**config.mk**
```make
export PLATFORM = sky130hd
export DESIGN_NAME = unpack_top
export DESIGN_NICKNAME = d
export VERILOG_FILES = /design/src/logic/unpack_ctrl_pkg.sv /design/src/logic/unpack_data_pkg.sv /design/src/logic/unpack_top.sv /design/src/logic/unpack_ctrl.sv /design/src/logic/bit_fifo.sv /design/src/logic/word_fifo.sv
export VERILOG_INCLUDE_DIRS = /design/src /design/src/include
export SDC_FILE = /design/constraint.sdc
export NUM_CORES = 1
export LEC_CHECK = 0
export ABC_CLOCK_PERIOD_IN_PS = 7000
export BUFFER_PORTS_ARGS = -buffer_cell sky130_fd_sc_hd__buf_2
export CAP_MARGIN = 20
export CORE_ASPECT_RATIO = 0.5
export CORE_MARGIN = 10
export CORE_UTILIZATION = 50
export DETAILED_ROUTE_END_ITERATION = 10
export PLACE_DENSITY = 0.66
export RECOVER_POWER = 100
export SLEW_MARGIN = 20
export SYNTH_ARGS = -nofsm -noshare
export SYNTH_HDL_FRONTEND = slang
export SYNTH_SLANG_ARGS = --single-unit
```
**constraint.sdc**
```tcl
create_clock -name clk_i -period 7 [get_ports clk_i]
set_clock_uncertainty 0.15 [all_clocks]
set_input_delay 0 -clock clk_i [delete_from_list [all_inputs] [get_ports clk_i]]
set_output_delay 0 -clock clk_i [all_outputs]
set_load 0.02 [all_outputs]
```
**src/include/unpack_settings.svh**
```systemverilog
`ifndef UNPACK_SETTINGS_SVH
`define UNPACK_SETTINGS_SVH

// width of the packed word bus and of each output word
`define UNPACK_DATA_W 21

// field width counts 1 to UNPACK_DATA_W
`define UNPACK_WIDTH_W ($clog2(`UNPACK_DATA_W) + 1)

// bit fifo holds up to two words
`define UNPACK_LEVEL_W ($clog2(2 * `UNPACK_DATA_W) + 1)

// entries in each word fifo
`define UNPACK_FIFO_DEPTH 8

`endif
```
**src/logic/unpack_ctrl_pkg.sv**
```systemverilog
package unpack_ctrl_pkg;

   // program counter of the unpack controller
   // calc_push_width runs only after reset, then the loop is
   // wait_data -> push_data -> pop_data -> wait_data
   typedef enum logic [1:0] {
      calc_push_width = 2'd0,
      wait_data       = 2'd1,
      push_data       = 2'd2,
      pop_data        = 2'd3
   } unpack_step_t;

endpackage

```
**src/logic/unpack_data_pkg.sv**
```systemverilog
`include "unpack_settings.svh"

package unpack_data_pkg;

   // packed input word, oldest bit in the msb
   typedef logic [`UNPACK_DATA_W-1:0] packed_word_t;

   // unpacked field, right-aligned, zeros above its width
   typedef logic [`UNPACK_DATA_W-1:0] field_word_t;

   // field width or push width in bits
   typedef logic [`UNPACK_WIDTH_W-1:0] field_width_t;

   // number of bits held in (or free in) the bit fifo
   typedef logic [`UNPACK_LEVEL_W-1:0] bit_level_t;

endpackage

```
**src/logic/unpack_top.sv**
```systemverilog
`include "unpack_settings.svh"

module unpack_top
   import unpack_data_pkg::*;
(
   input  logic         clk_i,
   input  logic         rst_n_i,
   input  logic         wrap_i,
   input  field_width_t width_i,

   // packed word input
   input  logic         in_write_i,
   input  packed_word_t in_data_i,
   output logic         in_full_o,

   // unpacked field output
   input  logic         out_read_i,
   output field_word_t  out_data_o,
   output logic         out_empty_o
);

   logic         in_read;
   logic         in_empty;
   packed_word_t in_rdata;

   logic         out_write;
   logic         out_full;
   field_word_t  out_wdata;

   word_fifo #(
      .payload_t(packed_word_t),
      .DEPTH    (`UNPACK_FIFO_DEPTH)
   ) i_in_fifo (
      .clk_i  (clk_i),
      .rst_n_i(rst_n_i),
      .write_i(in_write_i),
      .wdata_i(in_data_i),
      .full_o (in_full_o),
      .read_i (in_read),
      .rdata_o(in_rdata),
      .empty_o(in_empty)
   );

   unpack_ctrl i_ctrl (
      .clk_i   (clk_i),
      .rst_n_i (rst_n_i),
      .wrap_i  (wrap_i),
      .width_i (width_i),
      .read_o  (in_read),
      .rready_i(!in_empty),
      .rdata_i (in_rdata),
      .write_o (out_write),
      .wready_i(!out_full),
      .wdata_o (out_wdata)
   );

   // fields wait here until the environment reads them
   word_fifo #(
      .payload_t(field_word_t),
      .DEPTH    (`UNPACK_FIFO_DEPTH)
   ) i_out_fifo (
      .clk_i  (clk_i),
      .rst_n_i(rst_n_i),
      .write_i(out_write),
      .wdata_i(out_wdata),
      .full_o (out_full),
      .read_i (out_read_i),
      .rdata_o(out_data_o),
      .empty_o(out_empty_o)
   );

endmodule

```
**src/logic/unpack_ctrl.sv**
```systemverilog
`include "unpack_settings.svh"

module unpack_ctrl
   import unpack_data_pkg::*;
   import unpack_ctrl_pkg::*;
(
   input  logic         clk_i,
   input  logic         rst_n_i,
   input  logic         wrap_i,
   input  field_width_t width_i,

   // packed words from the input fifo
   output logic         read_o,
   input  logic         rready_i,
   input  packed_word_t rdata_i,

   // unpacked fields to the output fifo
   output logic         write_o,
   input  logic         wready_i,
   output field_word_t  wdata_o
);

   unpack_step_t pcnt;
   unpack_step_t pcnt_nxt;

   // wrap mode push width, sum of whole fields per word
   field_width_t wrap_acc;
   field_width_t wrap_acc_nxt;
   logic [`UNPACK_WIDTH_W:0] wrap_acc_sum;

   field_width_t push_width;
   logic         push;
   logic         pop;
   bit_level_t   push_level;
   bit_level_t   pop_level;

   assign push_width   = wrap_i ? wrap_acc : field_width_t'(`UNPACK_DATA_W);
   assign wrap_acc_sum = {1'b0, wrap_acc} + {1'b0, width_i};
   assign write_o      = pop;

   always_comb begin
      read_o       = 1'b0;
      push         = 1'b0;
      pop          = 1'b0;
      wrap_acc_nxt = wrap_acc;
      pcnt_nxt     = pcnt;

      case (pcnt)
         calc_push_width: begin
            // keep adding fields while they fit in one word
            if (wrap_i && (wrap_acc_sum <= (`UNPACK_WIDTH_W + 1)'(`UNPACK_DATA_W))) begin
               wrap_acc_nxt = wrap_acc_sum[`UNPACK_WIDTH_W-1:0];
            end else begin
               pcnt_nxt = wait_data;
            end
         end
         wait_data: begin
            // need a word and room for the push
            if (rready_i && (push_level >= bit_level_t'(push_width))) begin
               read_o   = 1'b1;
               pcnt_nxt = push_data;
            end else begin
               pcnt_nxt = pop_data;
            end
         end
         push_data: begin
            // input fifo data is valid now
            push     = 1'b1;
            pcnt_nxt = pop_data;
         end
         default: begin
            if ((pop_level >= bit_level_t'(width_i)) && wready_i) begin
               pop = 1'b1;
            end
            pcnt_nxt = wait_data;
         end
      endcase
   end

   always_ff @(posedge clk_i or negedge rst_n_i) begin
      if (!rst_n_i) begin
         pcnt     <= calc_push_width;
         wrap_acc <= '0;
      end else begin
         pcnt     <= pcnt_nxt;
         wrap_acc <= wrap_acc_nxt;
      end
   end

   bit_fifo i_bit_fifo (
      .clk_i   (clk_i),
      .rst_n_i (rst_n_i),
      .write_i (push),
      .wwidth_i(push_width),
      .wdata_i (rdata_i),
      .wlevel_o(push_level),
      .read_i  (pop),
      .rwidth_i(width_i),
      .rdata_o (wdata_o),
      .rlevel_o(pop_level)
   );

endmodule

```
**src/logic/bit_fifo.sv**
```systemverilog
`include "unpack_settings.svh"

module bit_fifo
   import unpack_data_pkg::*;
(
   input  logic         clk_i,
   input  logic         rst_n_i,

   // push side, takes the top wwidth_i bits of wdata_i
   input  logic         write_i,
   input  field_width_t wwidth_i,
   input  packed_word_t wdata_i,
   output bit_level_t   wlevel_o,

   // pop side, oldest rwidth_i bits right-aligned
   input  logic         read_i,
   input  field_width_t rwidth_i,
   output field_word_t  rdata_o,
   output bit_level_t   rlevel_o
);

   localparam int DATA_W = `UNPACK_DATA_W;
   localparam int BUF_W  = 2 * DATA_W;

   // held bits sit at the top of the buffer, oldest in the msb
   logic [BUF_W-1:0] buffer;
   bit_level_t       level;

   logic [BUF_W-1:0] buffer_popped;
   bit_level_t       level_popped;
   logic [BUF_W-1:0] keep_mask;

   packed_word_t     push_mask;
   packed_word_t     push_bits;
   logic [BUF_W-1:0] push_aligned;

   logic [BUF_W-1:0] buffer_nxt;
   bit_level_t       level_nxt;
   logic [BUF_W-1:0] head_shifted;

   assign rlevel_o = level;
   assign wlevel_o = bit_level_t'(BUF_W) - level;

   // head bits shifted down to the lsb end
   assign head_shifted = buffer >> (BUF_W - int'(rwidth_i));
   assign rdata_o      = head_shifted[DATA_W-1:0];

   always_comb begin
      // pop first so a push in the same cycle lands after the rest
      if (read_i) begin
         buffer_popped = buffer << rwidth_i;
         level_popped  = level - bit_level_t'(rwidth_i);
      end else begin
         buffer_popped = buffer;
         level_popped  = level;
      end

      // clear everything below the held bits
      keep_mask = ~({BUF_W{1'b1}} >> level_popped);

      // top wwidth_i bits of the word, rest zero
      push_mask    = ~({DATA_W{1'b1}} >> wwidth_i);
      push_bits    = wdata_i & push_mask;
      push_aligned = {push_bits, {DATA_W{1'b0}}} >> level_popped;

      if (write_i) begin
         buffer_nxt = (buffer_popped & keep_mask) | push_aligned;
         level_nxt  = level_popped + bit_level_t'(wwidth_i);
      end else begin
         buffer_nxt = buffer_popped & keep_mask;
         level_nxt  = level_popped;
      end
   end

   always_ff @(posedge clk_i or negedge rst_n_i) begin
      if (!rst_n_i) begin
         level <= '0;
      end else begin
         level <= level_nxt;
      end
   end

   // bit storage, only the level decides what is valid
   always_ff @(posedge clk_i) begin
      buffer <= buffer_nxt;
   end

endmodule

```
**src/logic/word_fifo.sv**
```systemverilog
module word_fifo #(
   parameter type payload_t = logic [7:0],
   parameter int  DEPTH     = 8
) (
   input  logic     clk_i,
   input  logic     rst_n_i,

   input  logic     write_i,
   input  payload_t wdata_i,
   output logic     full_o,

   input  logic     read_i,
   output payload_t rdata_o,
   output logic     empty_o
);

   // pointers need at least one bit even for a single entry
   localparam int PTR_W = (DEPTH > 1) ? $clog2(DEPTH) : 1;
   localparam int CNT_W = $clog2(DEPTH + 1);

   payload_t   mem [DEPTH];

   logic [PTR_W-1:0] wr_ptr;
   logic [PTR_W-1:0] rd_ptr;
   logic [CNT_W-1:0] count;

   logic do_write;
   logic do_read;

   assign full_o  = (count == CNT_W'(DEPTH));
   assign empty_o = (count == '0);

   // strobes against a full or empty buffer are ignored
   assign do_write = write_i && !full_o;
   assign do_read  = read_i && !empty_o;

   always_ff @(posedge clk_i or negedge rst_n_i) begin
      if (!rst_n_i) begin
         wr_ptr <= '0;
         rd_ptr <= '0;
         count  <= '0;
      end else begin
         if (do_write) begin
            // wrap explicitly so any depth works
            if (wr_ptr == PTR_W'(DEPTH - 1)) begin
               wr_ptr <= '0;
            end else begin
               wr_ptr <= wr_ptr + 1'b1;
            end
         end
         if (do_read) begin
            if (rd_ptr == PTR_W'(DEPTH - 1)) begin
               rd_ptr <= '0;
            end else begin
               rd_ptr <= rd_ptr + 1'b1;
            end
         end
         if (do_write && !do_read) begin
            count <= count + 1'b1;
         end else if (do_read && !do_write) begin
            count <= count - 1'b1;
         end
      end
   end

   // storage and registered read data
   always_ff @(posedge clk_i) begin
      if (do_write) begin
         mem[wr_ptr] <= wdata_i;
      end
      if (do_read) begin
         rdata_o <= mem[rd_ptr];
      end
   end

endmodule

```
Word level (Yosys, flattened, before mapping)
Memories as Yosys holds them, arrays and structs flattened. A register that Yosys moved wholly into a read port is not among the register bits.
Index checks and enable logic that the tools add are counted.

word-level totals
  memories kept = 2
  input port bits = 32
  register bits = 77
  output and inout port bits = 23
  memory bits (writable) = 336
  word-level logic and storage cells = 98

operators by class
  bitwise logic cells = 5
  add/sub/neg operators = 13
  muxes and demuxes = 25
  shift-type cells = 5
  reductions and logical operators = 26
  $lt $le $gt $ge = 3
  equality and inequality tests = 9

memory list
  memory          words  bits a word  rd ports  clocked after Yosys merged registers in  wr ports  RTL line         text
  i_in_fifo.mem   8      21           1         1                                        1         word_fifo.sv:21  payload_t mem [DEPTH];
  i_out_fifo.mem  8      21           1         1                                        1         word_fifo.sv:21

operators with widths
  operator               number
  $mux 42                2
  $and 42x42->42         1
  $not 42->42            1
  $or 42x42->42          1
  $shl 42x6->42          1
  $shr 42x32->21         1
  $shr 42x7->42          1
  $shr 42x7->42 const A  1
  $and 21x21->21         1
  $not 21->21            1
  $shr 21x6->21 const A  1
  $mux 4                 4
  $ge 7x6->1             2
  $mux 7                 2
  $add 3x1->3 const B    4
  $eq 3x3->1 const B     4
  $mux 3                 4
  $logic_and 1x1->1      11
  $mux 1                 10
  $add 4x1->4 const B    2
  $eq 4x4->1 const B     2
  $logic_not 1->1        8
  $logic_not 4->1        2
  $sub 4x1->4 const B    2
  other kinds (16)       17

Longest topological paths before layout
Gate-level depths: netlist of the first run.

  depth in word-level cells = 11
  gate-level depth with buffers = 21

Cells and area by module
A second synthesis of the first run with hierarchy kept.

second synthesis, totals
  cell total of the unflattened synthesis = 1952
  area total of the unflattened synthesis = 26175.1 um^2

by module, submodules not included
  module                  area an instance (um^2)  seq. area each (um^2)  times used  cells an instance
  bit_fifo                9611.7                   1016.0                 1           1192
  word_fifo (i_out_fifo)  7816.2                   5925.7                 1           331
  word_fifo (i_in_fifo)   7810.0                   5925.7                 1           331
  unpack_ctrl             929.6                    200.2                  1           96
  unpack_top              7.5                      0.0                    1           2

Worst setup path before layout of the first run
No wires, ideal clock.

  path type = input to register
  start point = input width_i[2]
  end point = memory i_out_fifo.mem[2][0] in the netlist's numbering (enable)
  required time = 6.390 ns
  slack = 1.787 ns
  buffers on the path = 6
  stages on the path = 12
  data arrival time = 4.602 ns
  library setup time = 0.460 ns
  cell sequence = clkbuf_1 inv_1 clkbuf_1 buf_1 ha_1 a32oi_2 a211oi_2 nor2_2 buf_4 clkbuf_1 buf_1 nor4b_1

between the ends
  longest elaborated chain between the ends = 7

ends and longest elaborated chain
  element                       RTL line           text
  start, declared               unpack_top.sv:9    input field_width_t width_i,
  $ge 7x6->1                    unpack_ctrl.sv:72  if ((pop_level >= bit_level_t'(width_i)) && wready_i) begin
  $logic_and 1x1->1             unpack_ctrl.sv:72
  $mux 1                        unpack_ctrl.sv:72
  $mux 1                        unpack_ctrl.sv:48  case (pcnt)
  $logic_and 1x1->1             word_fifo.sv:34    assign do_write = write_i && !full_o;
  $mux 1                        word_fifo.sv:68    if (do_write) begin
  $mux 1 (implied by the code)  word_fifo.sv:69    mem[wr_ptr] <= wdata_i;
  end, declared                 word_fifo.sv:21

Every way passes these cells.

Worst setup path after layout of the first run
  start point = input width_i[4]
  end point = register i_ctrl.i_bit_fifo.buffer[12]

between the ends
  longest elaborated chain between the ends = 10
  elaborated cells between the ends (all ways) = 14
  those cells by class = add/sub: 1; order compare: 1; shift: 3; mux: 5; bitwise: 3; reduce/logical: 1

ends and longest elaborated chain
  element                                     RTL line                        text
  $ge 7x6->1                                  unpack_ctrl.sv:72
  $logic_and 1x1->1                           unpack_ctrl.sv:72
  $mux 1                                      unpack_ctrl.sv:72
  $mux 1                                      unpack_ctrl.sv:48
  $mux 7                                      bit_fifo.sv:50                  if (read_i) begin
  $shr 42x7->42                               bit_fifo.sv:59                  keep_mask = ~({BUF_W{1'b1}} >> level_popped);
  $not 42->42                                 bit_fifo.sv:59
  $and 42x42->42                              bit_fifo.sv:67, bit_fifo.sv:70
  $or 42x42->42                               bit_fifo.sv:67                  buffer_nxt = (buffer_popped & keep_mask) | push_aligned;
  $mux 42 *                                   bit_fifo.sv:66                  if (write_i) begin
  named net i_ctrl.i_bit_fifo.buffer_nxt[12]  bit_fifo.sv:37                  logic [BUF_W-1:0] buffer_nxt;
  end signal, assigned                        bit_fifo.sv:85                  buffer <= buffer_nxt;
  end, declared                               bit_fifo.sv:26                  logic [BUF_W-1:0] buffer;

The timed path passes the listed nets; every way through them passes the cells marked *.
A chain may end at the register's enable or synchronous reset.

==> flow_metrics.env, run 1 <==
export IMPL_status="complete, but fails checks"
export IMPL_violations="capacitance limit, slew limit"
export IMPL_rows=57
export IMPL_antenna_found_initial=0
export IMPL_synth_seq_area_share_pct=52.3
export IMPL_min_delay_worst_endpoint="i_in_fifo.mem[1][14]"
export IMPL_ys_warn_count=0
export IMPL_synthArstFlopShare_pct=7.69
export IMPL_vias_per_cell=6.36
export IMPL_ctsResizeCount=0
export IMPL_grt_max_degree=82
export IMPL_ys_flop_type="edfxtp_1"
export IMPL_globalplace_congestion=0.977
export IMPL_rsz0062_at_grt="false"
export IMPL_p_switching_mw=5.41
export IMPL_holdBufCountCts=30
export IMPL_start_util_pct=51.0
export IMPL_drive_gt1_share_pct=16.8
export IMPL_nets=2068
export IMPL_fmax_ghz=0.177
export IMPL_p_leak_nw=9.53
export IMPL_max_stage_delay_ns=0.73
export IMPL_fillers=4028
export IMPL_syn_instance_count=1949
export IMPL_grt_pass1_vias=16500
export IMPL_wl_per_cell_um=24.7
export IMPL_worst_path_max_fanout=33
export IMPL_final_common_cell="edfxtp_1"
export IMPL_via_count=17000
export IMPL_cap_violations=18
export IMPL_fp_dieW_um=336
export IMPL_die_y_um=178
export IMPL_dr_first_iter_drc_count=1805
export IMPL_multi_input_area_um2=11200
export IMPL_synth_edf_count=378
export IMPL_diodes=0
export IMPL_final_setup_tns_ns=0
export IMPL_p_seq_share_pct=32.5
export IMPL_ys_seq_elements=455
export IMPL_r2r_cells=13
export IMPL_holdWs_ns=0.177
export IMPL_grt_pass1_wl_mm=101
export IMPL_fin_crit_sh_pct=80.5
export IMPL_final_cell_mix="378 x edfxtp_1, 186 x nand2_1, 135 x mux4_2"
export IMPL_drcViolationCount=0
export IMPL_share_comb_of_total_power_pct=49.6
export IMPL_met2WireLength_mm=30.3
export IMPL_clock_latency_ns=0.59
export IMPL_worstMarginPinSlew_ns=3.65
export IMPL_syn_num_nets=2030
export IMPL_relSlewSlack_pct=-143
export IMPL_start_kind="input pin"
export IMPL_path_clk_slew_ns=0.06
export IMPL_wl_met1_mm=28.2
export IMPL_slowest_stage="clkinvlp_2"
export IMPL_critPathKind="input pin to flop"
export IMPL_ant_nets=0
export IMPL_numCtsBuffers=41
export IMPL_critPathBufInv=6
export IMPL_r2r_slack_ns=1.96
export IMPL_synthesis_area_um2=25000
export IMPL_setup_viol=0
export IMPL_area_growth_pct=9.51
export IMPL_p_int_mw=7.51
export IMPL_power_share_clock_pct=17.8
export IMPL_dpl_cell_area_um2=26000
export IMPL_p_sw_share_pct=41.9
export IMPL_r2r_end="i_ctrl.i_bit_fifo.buffer[12]"
export IMPL_ff_latch_area_um2=13100
export IMPL_crit_arrival_ns=5.94
export IMPL_endpoint_kind="flop"
export IMPL_cp_cell_sequence="dlygate4sd3_1, clkbuf_1, clkinv_1, buf_4, ha_1, a21o_1, a211oi_1, o31a_1, o211a_1, buf_4, clkinvlp_2, mux2_1, nand2_1, a31oi_1, nor2_1, a21o_1, a221o_1"
export IMPL_dieArea_um2=59900
export IMPL_stdcell_area_um2=27400
export IMPL_ir_drop_mv=0.268
export IMPL_clock_path_buffers=3
export IMPL_hold_path_class="input pin to flop"
export IMPL_clockRootBuffer="clkbuf_16"
export IMPL_top_layer_used="met4"
export IMPL_htreeDepth=2
export IMPL_cts_tree="yes"
export IMPL_drv_slew=414
export IMPL_ys_types=99
export IMPL_hp_start="in_data_i[14]"
export IMPL_hold_depth=2
export IMPL_dr_wl_met3_mm=4.70
export IMPL_clock_sinks=455
export IMPL_avgSynthCellArea_um2=12.8
export IMPL_track_usage_pct=21.8
export IMPL_power_density_nw_per_um2=472
export IMPL_cp_required_ns=7.30
export IMPL_hpwl_mm=43.7
export IMPL_drt_first_pass_iters=7
export IMPL_drt_total_wl_mm=66.0
export IMPL_reg2reg_from="i_ctrl.i_bit_fifo.rlevel_o[4]"
export IMPL_io_buffers=54
export IMPL_postCtsSetupRepairBufs=0
export IMPL_core_area_um2=49000
export IMPL_overflow=0
export IMPL_period_minus_slack_ns=5.64
export IMPL_final_hold_violation_count=0
export IMPL_crit_family="buffers and inverters"
export IMPL_io_pins=55
[final cells by class]
type,instances,share of cell area (%)
Multi-Input combinational cell,1315,40.9
Inverter,49,0.713
Sequential cell,455,47.7
Timing Repair Buffer,125,2.72
Tap cell,649,2.97
Clock inverter,19,0.722
Clock buffer,57,4.23
[sequential cells by signal, summed over array words and instances, names as in the netlist, 6 cells and up]
register	flops
i_in_fifo.rdata_o	21
i_out_fifo.mem	168
i_in_fifo.mem	168
i_ctrl.i_bit_fifo.rlevel_o	7
i_out_fifo.rdata_o	21
i_ctrl.i_bit_fifo.buffer	42
i_ctrl.wrap_acc	6
[stage by stage]
stage / util [%] / instances / total power, mW / setup WS (ns)
6_report: 55.9 / 2669 / 12.9 / 1.36
4_1_cts: 56.4 / 2669 / 13.0 / 2.51
3_3_place_gp: 53.0 / 2563 / 10.6 / 2.50
5_1_grt: 55.9 / 2669 / 13.6 / 1.10
2_1_floorplan: - / 1949 / 8.89 / 1.79
3_5_place_dp: 53.0 / 2563 / 10.6 / 2.45
[synthesized netlist by cell type (all sizes together) (21+ instances only)]
library cell    n  share of area, %
edfxtp        378                45
xnor2          21              0.74
and2           37              0.94
dfxtp          42               3.4
ha             44               2.2
o221ai         28               1.0
nand2         186               2.8
a22oi          21              0.63
a21oi          98               2.0
a211oi         29              0.93
nor3           39              0.78
mux2           87               4.0
dfrtp          35               3.5
o21ai         104               2.1
nor2          125               1.9
o22ai          29              0.73
mux4          135                12
mux2i         124               5.1
buf            53               1.1
inv            46              0.73
clkbuf         77               1.2
[cells by family after synthesis]
group           Yosys count  synth area share, %
xor+xnor                 31                 1.09
mux                     346                 21.2
compound gates          420                 11.2
simple gates            469                 8.60
buf+inv                 179                 3.07
fa+ha+maj                49                 2.60
flops                   455                 52.3
[power by group through the flow]
stage / clock network, mW / logic (mW) / registers (mW)
after floorplan: 0 / 4.88 / 4.01
after global placement: 0 / 6.37 / 4.22
after detailed placement: 0 / 6.38 / 4.24
after CTS: 2.34 / 6.42 / 4.19
after global routing: 2.45 / 6.94 / 4.26
final: 2.30 / 6.41 / 4.20
[worst max path at each step]
| stage | from | endpoint | slack, ns | cells after the start |
|---|---|---|---|---|
| floorplan | width_i[2] | i_out_fifo.mem[2][0] | 1.79 | 12 |
| global placement | width_i[2] | i_ctrl.i_bit_fifo.buffer[39] | 2.50 | 15 |
| detailed placement | width_i[4] | i_ctrl.i_bit_fifo.buffer[11] | 2.45 | 16 |
| CTS | width_i[4] | i_ctrl.i_bit_fifo.buffer[11] | 2.51 | 17 |
| global route | width_i[4] | i_ctrl.i_bit_fifo.rlevel_o[6] | 1.10 | 21 |
| finish | width_i[4] | i_ctrl.i_bit_fifo.buffer[12] | 1.36 | 17 |
[layer usage]
layer	GRT usage [%]	vias up
li1	-	7646
met5	0	-
met1	29.4	8481
met4	8.43	0
met2	35.1	670
met3	3.78	168
(Power assumes the default switching activity.)
==> inputs of run 2 (changes only) <==
--- a/config.mk
+++ b/config.mk
@@ -6,14 +6,14 @@
 export SDC_FILE = /design/constraint.sdc
 export NUM_CORES = 1
 export LEC_CHECK = 0
-export ABC_CLOCK_PERIOD_IN_PS = 7000
+export ABC_CLOCK_PERIOD_IN_PS = 5000
 export BUFFER_PORTS_ARGS = -buffer_cell sky130_fd_sc_hd__buf_2
 export CAP_MARGIN = 20
 export CORE_ASPECT_RATIO = 0.5
 export CORE_MARGIN = 10
 export CORE_UTILIZATION = 50
 export DETAILED_ROUTE_END_ITERATION = 10
-export PLACE_DENSITY = 0.66
+export PLACE_DENSITY = 0.68
 export RECOVER_POWER = 100
 export SLEW_MARGIN = 20
 export SYNTH_ARGS = -nofsm -noshare
==> constraint.sdc (replaced) <==
create_clock -name clk_i -period 5 [get_ports clk_i]
set_clock_uncertainty 0.15 [all_clocks]
set_input_delay 0 -clock clk_i [delete_from_list [all_inputs] [get_ports clk_i]]
set_output_delay 0 -clock clk_i [all_outputs]
set_load 0.02 [all_outputs]
==> run 2 against run 1 <==
  * First-iteration DRC count decreased by 1.5%
  * Critical path type is now flop to flop
  * Setup slack lost 0.88 ns
  * The flow still finishes with violations (capacitance limit, slew limit)
  * Combinational power rose by 39%
  * Count of clock-buffer cells in the layout decreased by 2
==> flow_metrics.env, run 2 (synthesis results as in run 1) <==
export IMPL_status="complete, but fails checks"
export IMPL_violations="capacitance limit, slew limit"
export IMPL_dr_first_iter_drc_count=1778
export IMPL_path_clk_slew_ns=0.07
export IMPL_relSlewSlack_pct=-87.4
export IMPL_track_usage_pct=21.1
export IMPL_fin_crit_sh_pct=90.4
export IMPL_power_share_clock_pct=17.8
export IMPL_drive_gt1_share_pct=16.8
export IMPL_clockRootBuffer="clkbuf_16"
export IMPL_post_route_util_pct=55.9
export IMPL_power_density_nw_per_um2=656
export IMPL_die_y_um=178
export IMPL_crit_top_cell="a21o_1"
export IMPL_drt_first_pass_iters=5
export IMPL_final_setup_tns_ns=0
export IMPL_grt_pass1_wl_mm=99.1
export IMPL_critPathBufInv=1
export IMPL_period_minus_slack_ns=4.52
export IMPL_ir_drop_mv=0.389
export IMPL_cts_tree="yes"
export IMPL_share_comb_of_total_power_pct=49.6
export IMPL_hp_start="width_i[4]"
export IMPL_cp_cell_sequence="ha_1, a21o_1, a211oi_1, or2_0, a2bb2oi_4, and2_4, inv_2, or3_1, a31oi_4, nor2_1, a21o_1, a221o_1"
export IMPL_p_leak_nw=9.54
export IMPL_pre_cts_slack_ns=0.733
export IMPL_diodes=0
export IMPL_cap_violations=19
export IMPL_finalWorstSetupSlack_ns=0.482
export IMPL_grt_pass1_vias=16700
export IMPL_final_common_cell="edfxtp_1"
export IMPL_ctsResizeCount=0
export IMPL_crit_family="compound AO/OA/AOI/OAI gates"
export IMPL_reg2reg_from="i_ctrl.i_bit_fifo.rlevel_o[4]"
export IMPL_drt_total_wl_mm=63.8
export IMPL_ant_nets=0
export IMPL_drv_slew=478
export IMPL_ff_latch_area_um2=13100
export IMPL_via_count=16900
export IMPL_clock_path_buffers=3
export IMPL_nets=2075
export IMPL_p_sw_share_pct=41.8
export IMPL_p_switching_mw=7.52
export IMPL_rsz0062_at_grt="false"
export IMPL_fmax_ghz=0.221
export IMPL_worstMarginPinSlew_ns=2.81
export IMPL_wl_per_cell_um=23.9
export IMPL_setup_viol=0
export IMPL_start_util_pct=51.0
export IMPL_htreeDepth=2
export IMPL_cp_required_ns=5.30
export IMPL_max_stage_delay_ns=0.49
export IMPL_final_hold_violation_count=0
export IMPL_overflow=0
export IMPL_r2r_slack_ns=0.48
export IMPL_io_buffers=54
export IMPL_io_pins=55
export IMPL_core_area_um2=49000
export IMPL_clock_sinks=455
export IMPL_r2r_cells=12
export IMPL_reg_top3="i_in_fifo.mem x168, i_out_fifo.mem x168, i_ctrl.i_bit_fifo.buffer x42"
export IMPL_fillers=4046
export IMPL_hold_path_class="input pin to flop"
export IMPL_area_growth_pct=9.59
export IMPL_final_cell_mix="378 x edfxtp_1, 186 x nand2_1, 135 x mux4_2"
export IMPL_hpwl_mm=42.5
export IMPL_antenna_found_initial=0
export IMPL_start_kind="flop"
export IMPL_endpoint_kind="flop"
export IMPL_critPathKind="flop to flop"
export IMPL_dieArea_um2=59900
export IMPL_numCtsBuffers=42
export IMPL_slowest_stage="and2_4"
export IMPL_postCtsSetupRepairBufs=0
export IMPL_min_delay_worst_endpoint="i_ctrl.i_bit_fifo.buffer[27]"
export IMPL_globalplace_congestion=0.950
export IMPL_multi_input_area_um2=11200
export IMPL_stdcell_count=2673
export IMPL_crit_arrival_ns=4.82
export IMPL_worst_path_max_fanout=36
export IMPL_clock_latency_ns=0.59
export IMPL_p_int_mw=10.5
export IMPL_rows=57
export IMPL_r2r_end="i_ctrl.i_bit_fifo.buffer[12]"
export IMPL_holdBufCountCts=29
export IMPL_drcViolationCount=0
export IMPL_vias_per_cell=6.32
export IMPL_place_inst=2569
export IMPL_p_seq_share_pct=32.6
export IMPL_fp_dieW_um=336
export IMPL_hold_depth=6
export IMPL_grt_max_degree=100
## run 2: final cells by class
| type | instances | share of cell area, % |
|---|---|---|
| flip-flops and latches | 455 | 47.7 |
| repair buffers | 131 | 2.93 |
| inverters | 49 | 0.712 |
| clock inverters | 19 | 0.607 |
| clock buffers | 55 | 4.25 |
| well taps | 649 | 2.96 |
| multi-input cells | 1315 | 40.8 |
## run 2: worst max-delay path by stage
stage,start,end,slack [ns],cells past startpoint
2_1_floorplan,width_i[2],i_out_fifo.mem[0][0],0.03,12
3_3_place_gp,i_ctrl.i_bit_fifo.rlevel_o[1],i_in_fifo.count[3],0.81,19
3_5_place_dp,i_ctrl.i_bit_fifo.rlevel_o[1],i_in_fifo.count[3],0.73,19
4_1_cts,i_ctrl.i_bit_fifo.rlevel_o[1],i_in_fifo.count[3],0.72,19
5_1_grt,i_ctrl.i_bit_fifo.rlevel_o[4],i_ctrl.i_bit_fifo.buffer[11],0.27,12
6_report,i_ctrl.i_bit_fifo.rlevel_o[4],i_ctrl.i_bit_fifo.buffer[12],0.48,12
## run 2: metal layers
| layer | up-vias | global-route usage (%) | wire [um] |
|---|---|---|---|
| met5 | - | 0 | 0 |
| met4 | 0 | 6.80 | 1850 |
| met3 | 125 | 3.80 | 4390 |
| met2 | 691 | 33.4 | 29400 |
| met1 | 8422 | 29.3 | 28200 |
| li1 | 7642 | - | - |
## run 2: power groups by stage
stage          clock network [mW]  logic (mW)  registers [mW]
2_1_floorplan                   0        6.83            5.62
3_3_place_gp                    0        8.86            5.92
3_5_place_dp                    0        8.90            5.94
4_1_cts                      3.25        8.97            5.87
5_1_grt                      3.41        9.69            5.97
6_report                     3.19        8.92            5.87
## run 2: worst reg2reg max path, cell delays in order, from the launching register on
cell and delay [ns]:
dfrtp_1 0.46, ha_1 0.40, a21o_1 0.19, a211oi_1 0.47
or2_0 0.39, a2bb2oi_4 0.22, and2_4 0.50, inv_2 0.31
or3_1 0.49, a31oi_4 0.28, nor2_1 0.07, a21o_1 0.15
a221o_1 0.32
## run 2: through the flow
step,cell area [um2],power [mW],hold slack [ns]
6_report,27400,18.0,0.0921
5_1_grt,27400,19.1,0.111
4_1_cts,27700,18.1,0.0555
3_5_place_dp,26000,14.8,0.0207
3_3_place_gp,26000,14.8,0.00823
2_1_floorplan,25000,12.4,-0.446
